File: config.mk
export PLATFORM = sky130hd
export DESIGN_NAME = cpu
export DESIGN_NICKNAME = d
export VERILOG_FILES = /design/src/hdl/cpuPkg.sv /design/src/hdl/bypassIf.sv /design/src/hdl/cpu.sv /design/src/hdl/decodeStage.sv /design/src/hdl/executeStage.sv /design/src/hdl/fetchUnit.sv /design/src/hdl/memStage.sv /design/src/hdl/regFile.sv
export SDC_FILE = /design/constraint.sdc
export NUM_CORES = 1
export LEC_CHECK = 0
export BUFFER_PORTS_ARGS = -buffer_cell sky130_fd_sc_hd__buf_4
export CORE_ASPECT_RATIO = 0.5
export CORE_UTILIZATION = 40
export CTS_BUF_LIST = sky130_fd_sc_hd__clkbuf_4
export DETAILED_ROUTE_END_ITERATION = 12
export GPL_TIMING_DRIVEN = 0
export PLACE_DENSITY = 0.57
export SLEW_MARGIN = 20
export SYNTH_ARGS = -nofsm -noshare
export SYNTH_HDL_FRONTEND = slang
export SYNTH_SLANG_ARGS = --single-unit
File: constraint.sdc
create_clock -name clk -period 6.3 [get_ports clk]
set_input_delay 0.63 -clock clk [delete_from_list [all_inputs] [get_ports clk]]
set_output_delay 0.63 -clock clk [all_outputs]
set_load 0.03 [all_outputs]
File: src/hdl/cpuPkg.sv
`default_nettype none

package cpuPkg;

  //////////////////////////////////////////////////
  // Widths and basic types
  //////////////////////////////////////////////////
  localparam int dataW    = 16;  // Word width
  localparam int regAddrW = 4;   // Register index width
  localparam int numRegs  = 16;

  typedef logic [dataW-1:0]    wordT;
  typedef logic [regAddrW-1:0] regAddrT;

  // Top nibble of the instruction
  // Codes not listed run as no-ops
  typedef enum logic [3:0] {
    opAdd  = 4'h0,
    opAddi = 4'h1,
    opSub  = 4'h2,
    opAnd  = 4'h3,
    opNor  = 4'h4,
    opLw   = 4'h8,
    opSw   = 4'h9,
    opHlt  = 4'hf
  } opcodeE;

  // Data bus master, four-phase handshake
  typedef enum logic [1:0] {
    msIdle,
    msRequest,  // memReq high, waiting for ack
    msRelease,  // memReq low, waiting for ack to drop
    msDone
  } memStateE;

  //////////////////////////////////////////////////
  // Pipeline registers
  //////////////////////////////////////////////////
  typedef struct packed {
    logic    regWrite;
    logic    memRead;
    logic    memWrite;
    logic    halt;
    opcodeE  opcode;
    wordT    opA;        // Port A read
    wordT    opB;        // Port B read
    wordT    storeData;  // sw source register value
    wordT    imm;        // Sign-extended imm4
    logic    useImm;
    regAddrT srcA;       // Zero when not a real source
    regAddrT srcB;
    regAddrT dst;
  } idExT;

  typedef struct packed {
    logic    regWrite;
    logic    memRead;
    logic    memWrite;
    logic    halt;
    wordT    aluRes;     // Result or memory address
    wordT    storeData;
    regAddrT dst;
  } exDmT;

endpackage

`default_nettype wire

File: src/hdl/bypassIf.sv
`timescale 1ns/1ps
`default_nettype none

interface bypassIf;
  import cpuPkg::*;

  logic    dmWe;    // EX/DM result heading for a register, never a load
  regAddrT dmAddr;
  wordT    dmData;  // ALU result sitting in EX/DM
  logic    wbWe;    // DM/WB write enable
  regAddrT wbAddr;
  wordT    wbData;

  // Memory stage owns both halves
  modport source (output dmWe, dmAddr, dmData, wbWe, wbAddr, wbData);
  // Forwarding muxes in execute
  modport sink (input dmWe, dmAddr, dmData, wbWe, wbAddr, wbData);
  // Register file write port
  modport writer (input wbWe, wbAddr, wbData);

endinterface

`default_nettype wire

File: src/hdl/cpu.sv
`timescale 1ns/1ps
`default_nettype none

module cpu (
  input  wire logic         clk,
  input  wire logic         rst,
  output cpuPkg::wordT      pc,
  input  wire cpuPkg::wordT instr,      // Same-cycle ROM read
  output logic              memReq,
  output logic              memWe,
  output cpuPkg::wordT      memAddr,
  output cpuPkg::wordT      memWrData,
  input  wire logic         memAck,
  input  wire cpuPkg::wordT memRdData,
  output logic              hlt
);
  import cpuPkg::*;

  wordT    ifInstr;
  logic    ifValid;
  logic    hold;      // From memStage, freezes everything
  logic    stall;     // Load-use
  logic    haltSeen;
  regAddrT rdAddrA;
  regAddrT rdAddrB;
  wordT    rdDataA;
  wordT    rdDataB;
  idExT    idEx;
  exDmT    exDm;

  bypassIf byp ();  // EX/DM and DM/WB results

  fetchUnit uFetch (
    .clk, .rst, .hold, .stall, .haltSeen, .instr,
    .pc, .ifInstr, .ifValid
  );

  decodeStage uDecode (
    .clk, .rst, .hold, .ifInstr, .ifValid,
    .rdAddrA, .rdAddrB, .rdDataA, .rdDataB,
    .stall, .haltSeen, .idEx
  );

  regFile uRegs (
    .clk, .rst, .rdAddrA, .rdAddrB, .rdDataA, .rdDataB,
    .wb(byp.writer)
  );

  executeStage uExec (
    .clk, .rst, .hold, .idEx, .fwd(byp.sink), .exDm
  );

  memStage uMem (
    .clk, .rst, .exDm,
    .memReq, .memWe, .memAddr, .memWrData, .memAck, .memRdData,
    .hold, .hlt, .fwd(byp.source)
  );

endmodule

`default_nettype wire

File: src/hdl/decodeStage.sv
`timescale 1ns/1ps
`default_nettype none

module decodeStage (
  input  wire logic           clk,
  input  wire logic           rst,
  input  wire logic           hold,
  input  wire cpuPkg::wordT   ifInstr,
  input  wire logic           ifValid,
  output cpuPkg::regAddrT     rdAddrA,
  output cpuPkg::regAddrT     rdAddrB,
  input  wire cpuPkg::wordT   rdDataA,
  input  wire cpuPkg::wordT   rdDataB,
  output logic                stall,
  output logic                haltSeen,
  output cpuPkg::idExT        idEx
);
  import cpuPkg::*;

  opcodeE  opcode;
  regAddrT rd;
  regAddrT rs;
  regAddrT rt;
  logic    isRegOp;  // add, sub, and, nor
  logic    isAddi;
  logic    isLoad;
  logic    isStore;
  logic    isHalt;
  logic    usesA;
  logic    usesB;
  logic    live;     // Real instruction moving on this cycle
  idExT    idNext;

  assign opcode = opcodeE'(ifInstr[15:12]);
  assign rd     = ifInstr[11:8];
  assign rs     = ifInstr[7:4];
  assign rt     = ifInstr[3:0];

  // Opcode decode
  always_comb begin
    isRegOp = 1'b0;
    isAddi  = 1'b0;
    isLoad  = 1'b0;
    isStore = 1'b0;
    isHalt  = 1'b0;
    case (opcode)
      opAdd, opSub, opAnd, opNor: isRegOp = 1'b1;
      opAddi:  isAddi  = 1'b1;
      opLw:    isLoad  = 1'b1;
      opSw:    isStore = 1'b1;
      opHlt:   isHalt  = 1'b1;
      default: ;  // No-op
    endcase
  end

  assign usesA   = isRegOp | isAddi | isLoad | isStore;
  assign usesB   = isRegOp | isStore;
  assign rdAddrA = rs;
  assign rdAddrB = isStore ? rd : rt;  // sw data register lives in 11:8

  assign haltSeen = ifValid && isHalt;

  //////////////////////////////////////////////////
  // Load-use hazard
  //////////////////////////////////////////////////
  // Loaded value not ready until DM/WB, so hold IF/ID one cycle
  assign stall = ifValid && idEx.memRead && (idEx.dst != '0) &&
                 ((usesA && idEx.dst == rs) || (usesB && idEx.dst == rdAddrB));

  assign live = ifValid && !stall;

  always_comb begin
    idNext.regWrite  = live && (isRegOp || isAddi || isLoad);
    idNext.memRead   = live && isLoad;
    idNext.memWrite  = live && isStore;
    idNext.halt      = live && isHalt;
    idNext.opcode    = opcode;
    idNext.opA       = rdDataA;
    idNext.opB       = rdDataB;
    idNext.storeData = isStore ? rdDataB : '0;
    idNext.imm       = {{(dataW-4){ifInstr[3]}}, ifInstr[3:0]};  // imm4 sign extend
    idNext.useImm    = isAddi | isLoad | isStore;
    idNext.srcA      = usesA ? rs : '0;       // Index 0 never forwards
    idNext.srcB      = usesB ? rdAddrB : '0;
    idNext.dst       = rd;
  end

  //////////////////////////////////////////////////
  // ID/EX register
  //////////////////////////////////////////////////
  always_ff @(posedge clk) begin
    if (rst)
      idEx <= '0;
    else if (!hold)
      idEx <= idNext;  // Flags already zero for a bubble
  end

endmodule

`default_nettype wire

File: src/hdl/executeStage.sv
`timescale 1ns/1ps
`default_nettype none

module executeStage (
  input  wire logic         clk,
  input  wire logic         rst,
  input  wire logic         hold,
  input  wire cpuPkg::idExT idEx,
  bypassIf.sink             fwd,
  output cpuPkg::exDmT      exDm
);
  import cpuPkg::*;

  wordT aluA;
  wordT regB;    // Forwarded port B value
  wordT aluB;
  wordT stData;  // Forwarded store data
  wordT aluOut;
  exDmT exNext;

  // Newest producer wins, EX/DM ahead of DM/WB
  function automatic wordT bypass(regAddrT src, wordT regVal);
    wordT val;
    val = regVal;
    if (src != '0) begin
      if (fwd.dmWe && fwd.dmAddr == src)
        val = fwd.dmData;
      else if (fwd.wbWe && fwd.wbAddr == src)
        val = fwd.wbData;
    end
    return val;
  endfunction

  always_comb begin
    aluA   = bypass(idEx.srcA, idEx.opA);
    regB   = bypass(idEx.srcB, idEx.opB);
    stData = bypass(idEx.srcB, idEx.storeData);
    aluB   = idEx.useImm ? idEx.imm : regB;
    case (idEx.opcode)
      opSub:   aluOut = aluA - aluB;
      opAnd:   aluOut = aluA & aluB;
      opNor:   aluOut = ~(aluA | aluB);
      default: aluOut = aluA + aluB;  // add, addi, lw/sw address
    endcase
  end

  always_comb begin
    exNext.regWrite  = idEx.regWrite;
    exNext.memRead   = idEx.memRead;
    exNext.memWrite  = idEx.memWrite;
    exNext.halt      = idEx.halt;
    exNext.aluRes    = aluOut;
    exNext.storeData = stData;
    exNext.dst       = idEx.dst;
  end

  // EX/DM register
  always_ff @(posedge clk) begin
    if (rst)
      exDm <= '0;
    else if (!hold)
      exDm <= exNext;
  end

endmodule

`default_nettype wire

File: src/hdl/fetchUnit.sv
`timescale 1ns/1ps
`default_nettype none

module fetchUnit (
  input  wire logic         clk,
  input  wire logic         rst,
  input  wire logic         hold,      // Bus access pending downstream
  input  wire logic         stall,     // Load-use bubble from decode
  input  wire logic         haltSeen,  // hlt sitting in IF/ID
  input  wire cpuPkg::wordT instr,
  output cpuPkg::wordT      pc,
  output cpuPkg::wordT      ifInstr,
  output logic              ifValid
);

  logic halted;   // Sticky once hlt was decoded
  logic freeze;   // Halt freeze, this cycle or earlier
  logic advance;
  logic loadIfId;

  assign freeze   = haltSeen | halted;
  assign loadIfId = !hold && !stall;     // Otherwise IF/ID keeps its entry
  assign advance  = loadIfId && !freeze;

  // PC and control bits of IF/ID
  always_ff @(posedge clk) begin
    if (rst) begin
      pc      <= '0;
      ifValid <= 1'b0;
      halted  <= 1'b0;
    end else begin
      if (haltSeen)
        halted <= 1'b1;     // Cleared only by reset
      if (advance)
        pc <= pc + 1'b1;    // Word addressed
      if (loadIfId)
        ifValid <= !freeze; // Bubbles behind the halt
    end
  end

  // Instruction payload
  always_ff @(posedge clk) begin
    if (loadIfId)
      ifInstr <= instr;
  end

endmodule

`default_nettype wire

File: src/hdl/memStage.sv
`timescale 1ns/1ps
`default_nettype none

module memStage (
  input  wire logic         clk,
  input  wire logic         rst,
  input  wire cpuPkg::exDmT exDm,
  output logic              memReq,
  output logic              memWe,
  output cpuPkg::wordT      memAddr,
  output cpuPkg::wordT      memWrData,
  input  wire logic         memAck,
  input  wire cpuPkg::wordT memRdData,
  output logic              hold,
  output logic              hlt,
  bypassIf.source           fwd
);
  import cpuPkg::*;

  memStateE state;
  memStateE stateNext;
  wordT     loadData;  // Captured while memAck high
  logic     access;

  assign access = exDm.memRead | exDm.memWrite;
  assign hold   = access && (state != msDone);  // Whole pipe waits on the bus

  //////////////////////////////////////////////////
  // Bus master
  //////////////////////////////////////////////////
  always_comb begin
    stateNext = state;
    case (state)
      msIdle:    if (access)  stateNext = msRequest;
      msRequest: if (memAck)  stateNext = msRelease;
      msRelease: if (!memAck) stateNext = msDone;  // Ack low ends the access
      default:   stateNext = msIdle;               // Done lasts one cycle
    endcase
  end

  always_ff @(posedge clk) begin
    if (rst)
      state <= msIdle;
    else
      state <= stateNext;
  end

  always_ff @(posedge clk) begin
    if (state == msRequest && memAck)
      loadData <= memRdData;
  end

  // EX/DM frozen under hold, so address and data stay stable
  assign memReq    = (state == msRequest);
  assign memWe     = memReq && exDm.memWrite;
  assign memAddr   = exDm.aluRes;
  assign memWrData = exDm.storeData;

  // EX/DM half of the bypass, loads excluded
  assign fwd.dmWe   = exDm.regWrite && !exDm.memRead;
  assign fwd.dmAddr = exDm.dst;
  assign fwd.dmData = exDm.aluRes;

  //////////////////////////////////////////////////
  // DM/WB register and halt flag
  //////////////////////////////////////////////////
  always_ff @(posedge clk) begin
    if (rst) begin
      fwd.wbWe <= 1'b0;
      hlt      <= 1'b0;
    end else if (!hold) begin
      fwd.wbWe <= exDm.regWrite;
      if (exDm.halt)
        hlt <= 1'b1;  // Sticky until reset
    end
  end

  always_ff @(posedge clk) begin
    if (!hold) begin
      fwd.wbAddr <= exDm.dst;
      fwd.wbData <= exDm.memRead ? loadData : exDm.aluRes;  // Load data or ALU
    end
  end

endmodule

`default_nettype wire

File: src/hdl/regFile.sv
`timescale 1ns/1ps
`default_nettype none

module regFile (
  input  wire logic            clk,
  input  wire logic            rst,
  input  wire cpuPkg::regAddrT rdAddrA,
  input  wire cpuPkg::regAddrT rdAddrB,
  output cpuPkg::wordT         rdDataA,
  output cpuPkg::wordT         rdDataB,
  bypassIf.writer              wb
);
  import cpuPkg::*;

  wordT regs [numRegs];

  // R0 reads zero, a same-cycle write passes straight through
  function automatic wordT readPort(regAddrT addr);
    if (addr == '0)
      return '0;
    if (wb.wbWe && wb.wbAddr == addr)
      return wb.wbData;
    return regs[addr];
  endfunction

  always_comb begin
    rdDataA = readPort(rdAddrA);
    rdDataB = readPort(rdAddrB);
  end

  always_ff @(posedge clk) begin
    if (rst) begin
      for (int i = 0; i < numRegs; i++)
        regs[i] <= '0;
    end else if (wb.wbWe && wb.wbAddr != '0) begin  // R0 writes dropped
      regs[wb.wbAddr] <= wb.wbData;
    end
  end

endmodule

`default_nettype wire

## Word level (Yosys, flattened, before mapping)

Memory sizes are Yosys's and may differ from the RTL's. A register that Yosys moved wholly into a read port is not among the register bits.
Index checks and enable logic that the tools add are counted.

- $add $sub $neg: 3
- Eq/ne operators: 24
- Muxes and demuxes: 48
- Bitwise gates (word level): 12
- Reductions and logical operators: 43

Operator list:

| operator | number |
|---|---|
| 16-bit 2-to-1 mux | 21 |
| 16-bit case mux with 3 select lines | 1 |
| 4-bit equality test | 8 |
| 1-bit logical AND | 24 |
| 4-bit 2-to-1 mux | 5 |
| 1-bit 2-to-1 mux | 17 |
| 16-bit by 1-bit adder with 16-bit output, second input constant | 1 |
| 16-bit adder | 1 |
| 16-bit bitwise AND | 1 |
| 4-bit by 2-bit equality test with 1-bit output, second input constant | 4 |
| 16-bit inverter | 1 |
| 16-bit bitwise OR | 1 |
| 4-bit nonzero test | 4 |
| 16-bit OR reduction | 1 |
| 16-bit subtractor | 1 |
| 4-bit equality test, second input constant | 3 |
| 4-bit logical NOT | 3 |
| 4-bit by 3-bit equality test with 1-bit output, second input constant | 2 |
| 1-bit bitwise OR | 8 |
| 2-bit 2-to-1 mux | 3 |
| 2-bit != test, second input constant | 3 |
| 2-bit case mux with 3 select lines | 1 |
| 4-bit by 1-bit equality test with 1-bit output, second input constant | 1 |
| 1-bit logical NOT | 4 |
| other kinds (9) | 11 |

- Register bits after elaboration: 187
- RAM bits: 256
- Bits of input ports: 35
- Output and inout bits: 51
- Word-level logic and storage cells: 161
- Memories kept: 1

Memory list:

| memory | words | bits a word | read ports | clocked after memory_dff | write ports | RTL line | source |
|---|---|---|---|---|---|---|---|
| uRegs.regs | 16 | 16 | 2 | 1 | 16 | regFile.sv:15 | `wordT regs [numRegs];` |

## Depth between registers and ports, before layout

- Depth after elaboration: 12
- Gate-level depth with buffers: 25
- Gate-level depth less buffers: 22

## Cells and area by module

A second synthesis with hierarchy kept.

- Cells, all modules: 2,220
- Area total of the unflattened synthesis: 24,608.6 um2

By module, submodules not included:

| module | instances | cells an instance | area an instance (um2) | seq. area each (um2) |
|---|---|---|---|---|
| regFile | 1 | 1,049 | 14,187.4 | 7,687.4 |
| executeStage | 1 | 592 | 4,200.3 | 800.8 |
| decodeStage | 1 | 336 | 3,031.7 | 1,461.4 |
| memStage | 1 | 133 | 1,918.1 | 1,161.1 |
| fetchUnit | 1 | 110 | 1,271.2 | 840.8 |

## Worst setup path before layout

No wires, ideal clock.

- Path kind: register -> register
- From: register uMem.fwd.wbAddr[2]
- To: register uExec.exDm[32] (netlist name)
- Setup time: 132 ps
- Arrival time: 4,454 ps
- Data required time: 6,168 ps
- Slack: 1,714 ps
- Cell stages (with the launch flop): 25
- Path buffers: 3
- Period minus slack after synthesis: 4,586 ps
- Cells stage by stage: edfxtp_1 > buf_2 > xnor2_1 > nand3_1 > nor3_2 > buf_4 > a21oi_1 > buf_2 > a222oi_1 > nand2_1 > o21ai_0 > ha_1 > nor2_1 > xor2_1 > ha_1 > nor2b_1 > o21ai_0 > nand2b_1 > a31oi_1 > o21ai_0 > a221oi_1 > o211ai_1 > xor2_1 > a211oi_1 > nor3_1

- Cells in the longest elaborated chain, start to end: 9
- Elaborated cells between the ends (all ways): 17
- Classes of those cells: add/sub (2); eq/ne (2); mux (8); bitwise (3); reduce/logical (2)

RTL lines:

| what | RTL line | source |
|---|---|---|
| start, declared | bypassIf.sv:15 | `modport source (output dmWe, dmAddr, dmData, wbWe, wbAddr, wbData);` |
| start signal, assigned | memStage.sv:80 | `fwd.wbAddr <= exDm.dst;` |
| parallel branches: the longest is 8 deep, another holds 16-bit adder | -- |  |
| 16-bit case mux with 3 select lines * | executeStage.sv:39 | `case (idEx.opcode)` |

Every way passes the cells marked *.
A chain may end at the register's enable or synchronous reset.

## Final worst setup path

- From: register uDecode.idEx[5] (netlist name)
- To: register uExec.exDm[35] (netlist name)

- Cells in the longest elaborated chain, start to end: 9
- Elaborated cells between the ends (all ways): 15
- Classes of those cells: add/sub (2); eq/ne (2); mux (5); bitwise (3); reduce/logical (3)

RTL lines:

| what | RTL line | source |
|---|---|---|
| 4-bit equality test | executeStage.sv:28 | `else if (fwd.wbWe && fwd.wbAddr == src)` |
| 1-bit logical AND | executeStage.sv:28 |  |
| 16-bit 2-to-1 mux | executeStage.sv:28 |  |
| 16-bit 2-to-1 mux | executeStage.sv:26 | `if (fwd.dmWe && fwd.dmAddr == src)` |
| 16-bit 2-to-1 mux * | executeStage.sv:25 | `if (src != '0) begin` |
| 16-bit 2-to-1 mux * | executeStage.sv:38 | `aluB = idEx.useImm ? idEx.imm : regB;` |
| parallel branches: the longest is 2 deep, another holds 16-bit adder | -- |  |
| 16-bit case mux with 3 select lines * | executeStage.sv:39 |  |

Marked as above.

==> results.md <==
* Status: finished, final reports clean
* M2 GR Usage at 0.447
* Synth Flop Type: edfxtp_1
* CP bufs+invs at 1
* Std cell rows at 63
* P_leak at a little over 10 nW
* Final setup vio count at 0
* Clock Skew at between 0.09 and 0.1 ns
* Met3 usage at 0.0979
* Fin area at between 20000 and 30000 sq um
* Pre-CTS setup slack at ~0.74 ns
* Mapped cell area at 24000 sq um
* Global routing usage on met1 at 0.480
* Most common cell in the netlist: nand2_1
* VDD IR max at around 0.16 mV
* Final wirelength at between 90 and 100 mm
* Initial Util at 0.405
* Clock share of power at 0.294
* Critical path, cell by cell: xor2_1, or3_1, nor2_4, a21oi_1, buf_2, a222oi_1, a21o_1, ha_1, nand3_1, o21ai_1, o21ai_0, xnor2_1, ha_1, nor2b_1, a311oi_1, nor3_1, a31oi_1, nand3b_1, or4_1, nand3_1
* Avg Inst Size Synth at between 10 and 15 sq um
* Slew Viols, Final at 0
* Asr flop ratio synth at 0
* H-tree levels at 3
* CP max stage cell: a222oi_1
* Mapped Cells at 2327
* Hold Path Class: in -> reg
* Biggest area consumer among synthesized cells: edfxtp_1
* Wire per inst at ~29 um
* Post-synth EDFFs at 308
* Setup CP Type: reg -> reg
* Antenna Nets Post-Route at 0
* Final Instance Count excl. Fillers at ~3500
* Fin nets at 2635
* Setup TNS at 0 ns
* Combinational power share at 0.266
* Psw at 3.07 mW
* Final hold vios at 0
* Vias in the first global route at 19400
* CTS Sinks at 447
* Gpl congestion at 1.04
* Power per Cell Area at 300 nW/um^2
* Global-route wire length before repair at between 100 and 150 mm
* Gr usage total at 0.324
* Die height at 175 um
* FILL cells at between 5000 and 6000
* F_max at around 170 MHz
* Die Wd at around 350 um
* CTS clk-pin slew, worst paths at 0.07 ns
* IO buf count at 85
* Min Tclk post-route at around 5.8 ns
* Crit path max-delay family: simple AND/OR/NAND/NOR gates
* CTS tree: yes
* Flops & latches, synth at 447
* Switching share of total power at 0.373
* Critical Path RT at ~7.1 ns
* Worst skew pair latency at roughly 0.93 ns
* Arr. time, crit path at between 6 and 7 ns
* Clk root buf: clkbuf_4
* Worst slew pin tran at between 1 and 1.5 ns
* Crit path launch type: register
* Core Area at a little under 60000 sq um
* Share of cells above drive strength 1 at 0.179
* DRC violations left at 0
* Dpl cell area at around 26000 sq um
* CP endpoint kind: register
* Seq/Total Area, Yosys at 0.501
* RSZ-0062 raised after global routing: no
* CP Max Fanout at 10
* Synth-to-layout area growth at 14.4%
* Via count at ~21000
* Synth area leaders: edfxtp_1, dfxtp_1, mux4_2
* CTS buffer count at approximately 110
* Period Utilization, post-route at 0.919
* GR Overflow Total at 0
* Placed insts at 3243
* Via/cell ratio at 6.05
* Post-DP HPWL at ~74 mm
* Max-cap violation count at 0
* Final setup margin at between 0.5 and 0.6 ns
* Largest net degree at the start of global routing at 26
* Slew HR at 0.144
* Boundary pin count at 86
* Initial antenna violation count at 7
* DR iter-0 viols at 3148
* Top Usage Layer GRT: met1
* Pre-Repair DR Iteration Count at 7
* Post-cts repair resize count at 0
* CP max stage delay at 0.55 ns
* Sequential share of power at 0.440
* Distinct cells, synth at between 70 and 80
* Die ar. at just over 60000 sq um
* Number of synthesis warnings at 0
* Hold Slack at approximately 0.23 ns
* Pint at 5.18 mW
* Commonest cells post-synth: nand2_1, edfxtp_1, and2_1
* Share of the synthesized area in the top cell type at 0.385
* Clk buf depth at 3
* Post-CTS setup buffer count at 0
[what timing repair did]
item,CTS,global route
endpoints found under the hold margin,35,0
hold buffers,32,0
endpoints found under the setup margin,0,0
[layout make-up]
class	count	area, sq um	area share
Multi-Input combinational cell	1637	11000	0.399
Clock inverter	32	141	0.00515
Clock buffer	155	1160	0.0424
Inverter	31	116	0.00424
Sequential cell	447	12000	0.438
Timing Repair Buffer	121	996	0.0363
Buffer	227	1020	0.0370
Tap cell	812	1020	0.0370
Antenna cell	8	20.0	0.000729
[flip-flops by register name, summed over array words and instances (netlist names), named ones only]
name	count
uDecode.idEx	73
uExec.exDm	40
uFetch.halted	1
uFetch.ifInstr	16
uFetch.ifValid	1
uFetch.pc	16
uMem.fwd.wbAddr	4
uMem.fwd.wbData	16
uMem.fwd.wbWe	1
uMem.hlt	1
uMem.loadData	16
uMem.state	2
uRegs.regs	256
[placed cells by master (no fill, tap or decap), types with 7 or more instances in the layout]
cell           synthesis  layout
a211o_1               16      16
a21o_1                 7       7
a21oi_1              102     102
a22oi_1               35      35
a311oi_1              60      55
a31oi_1               25      25
and2_1               218     218
and3_1                39      39
buf_1                 30      29
buf_2                 21      23
buf_4                 34     120
clkbuf_1             141     139
clkbuf_4               0     155
clkinv_1               1      21
conb_1                 1      16
dfxtp_1              139     139
diode_2                0       8
dlygate4sd3_1          0      32
edfxtp_1             308     308
ha_1                  27      27
inv_1                 30      30
mux2_2                37      37
mux2i_1                9       7
mux4_2                80      80
nand2_1              382     382
nand2b_1              15      15
nand3_1               85      85
nand4_1                9       9
nor2_1               149     148
nor2b_1                8       8
nor3_1                54      54
nor4_1                14      12
o211ai_1               8       8
o21ai_0               28      28
o22a_1                 8       8
o22ai_1               20      20
or2_2                 19      19
or3_1                 19      19
xnor2_1               37      37
xor2_1                27      27
[metal layers]
metal	vias up	routed length (um)
li1	8958	-
met1	10400	43000
met2	1389	40100
met3	202	13200
met4	2	2970
met5	-	13
[worst register-to-register path, delay by kind of cell (launching register included)]
| kind | cells | cell delay (ns) |
|---|---|---|
| XOR/XNOR | 2 | 0.43 |
| flip-flops | 1 | 0.51 |
| AO/OA/AOI/OAI | 7 | 1.84 |
| adder cells (fa/ha/maj) | 2 | 0.58 |
| buffers and inverters | 1 | 0.21 |
| AND/OR/NAND/NOR | 8 | 2.14 |
[kinds of logic after synthesis]
group	Yosys count	synth area share
simple gates	1034	0.210
flops	447	0.501
compound gates	369	0.108
buf+inv	258	0.0471
mux	126	0.0962
xor+xnor	64	0.0234
fa+ha+maj	28	0.0149
other cells	1	0.000156
[worst paths after layout]
| check | from | end | slack (ns) | cells after the start |
|---|---|---|---|---|
| worst min-delay path | memAck | uMem.state[0] | 0.23 | 4 |
| worst max register to register | uDecode.idEx[5] | uExec.exDm[35] | 0.51 | 20 |
| worst min register to register | uExec.exDm[5] | uExec.exDm[5] | 0.46 | 2 |
| worst max-delay path | uDecode.idEx[5] | uExec.exDm[35] | 0.51 | 20 |
[stage by stage]
stage / total power, mW / utilization
floorplan: 4.75 / -
finish: 8.25 / 0.463
global route: 8.48 / 0.463
detailed placement: 5.75 / 0.435
CTS: 8.15 / 0.463
global placement: 5.74 / 0.434
[power by group through the flow]
stage          registers, mW  clock network (mW)  logic [mW]
3_3_place_gp            3.67                   0        2.06
5_1_grt                 3.64                2.58        2.27
2_1_floorplan           3.51                   0        1.23
4_1_cts                 3.61                2.44        2.10
3_5_place_dp            3.68                   0        2.08
6_report                3.63                2.43        2.19
Power figures use the tool's default switching activity.
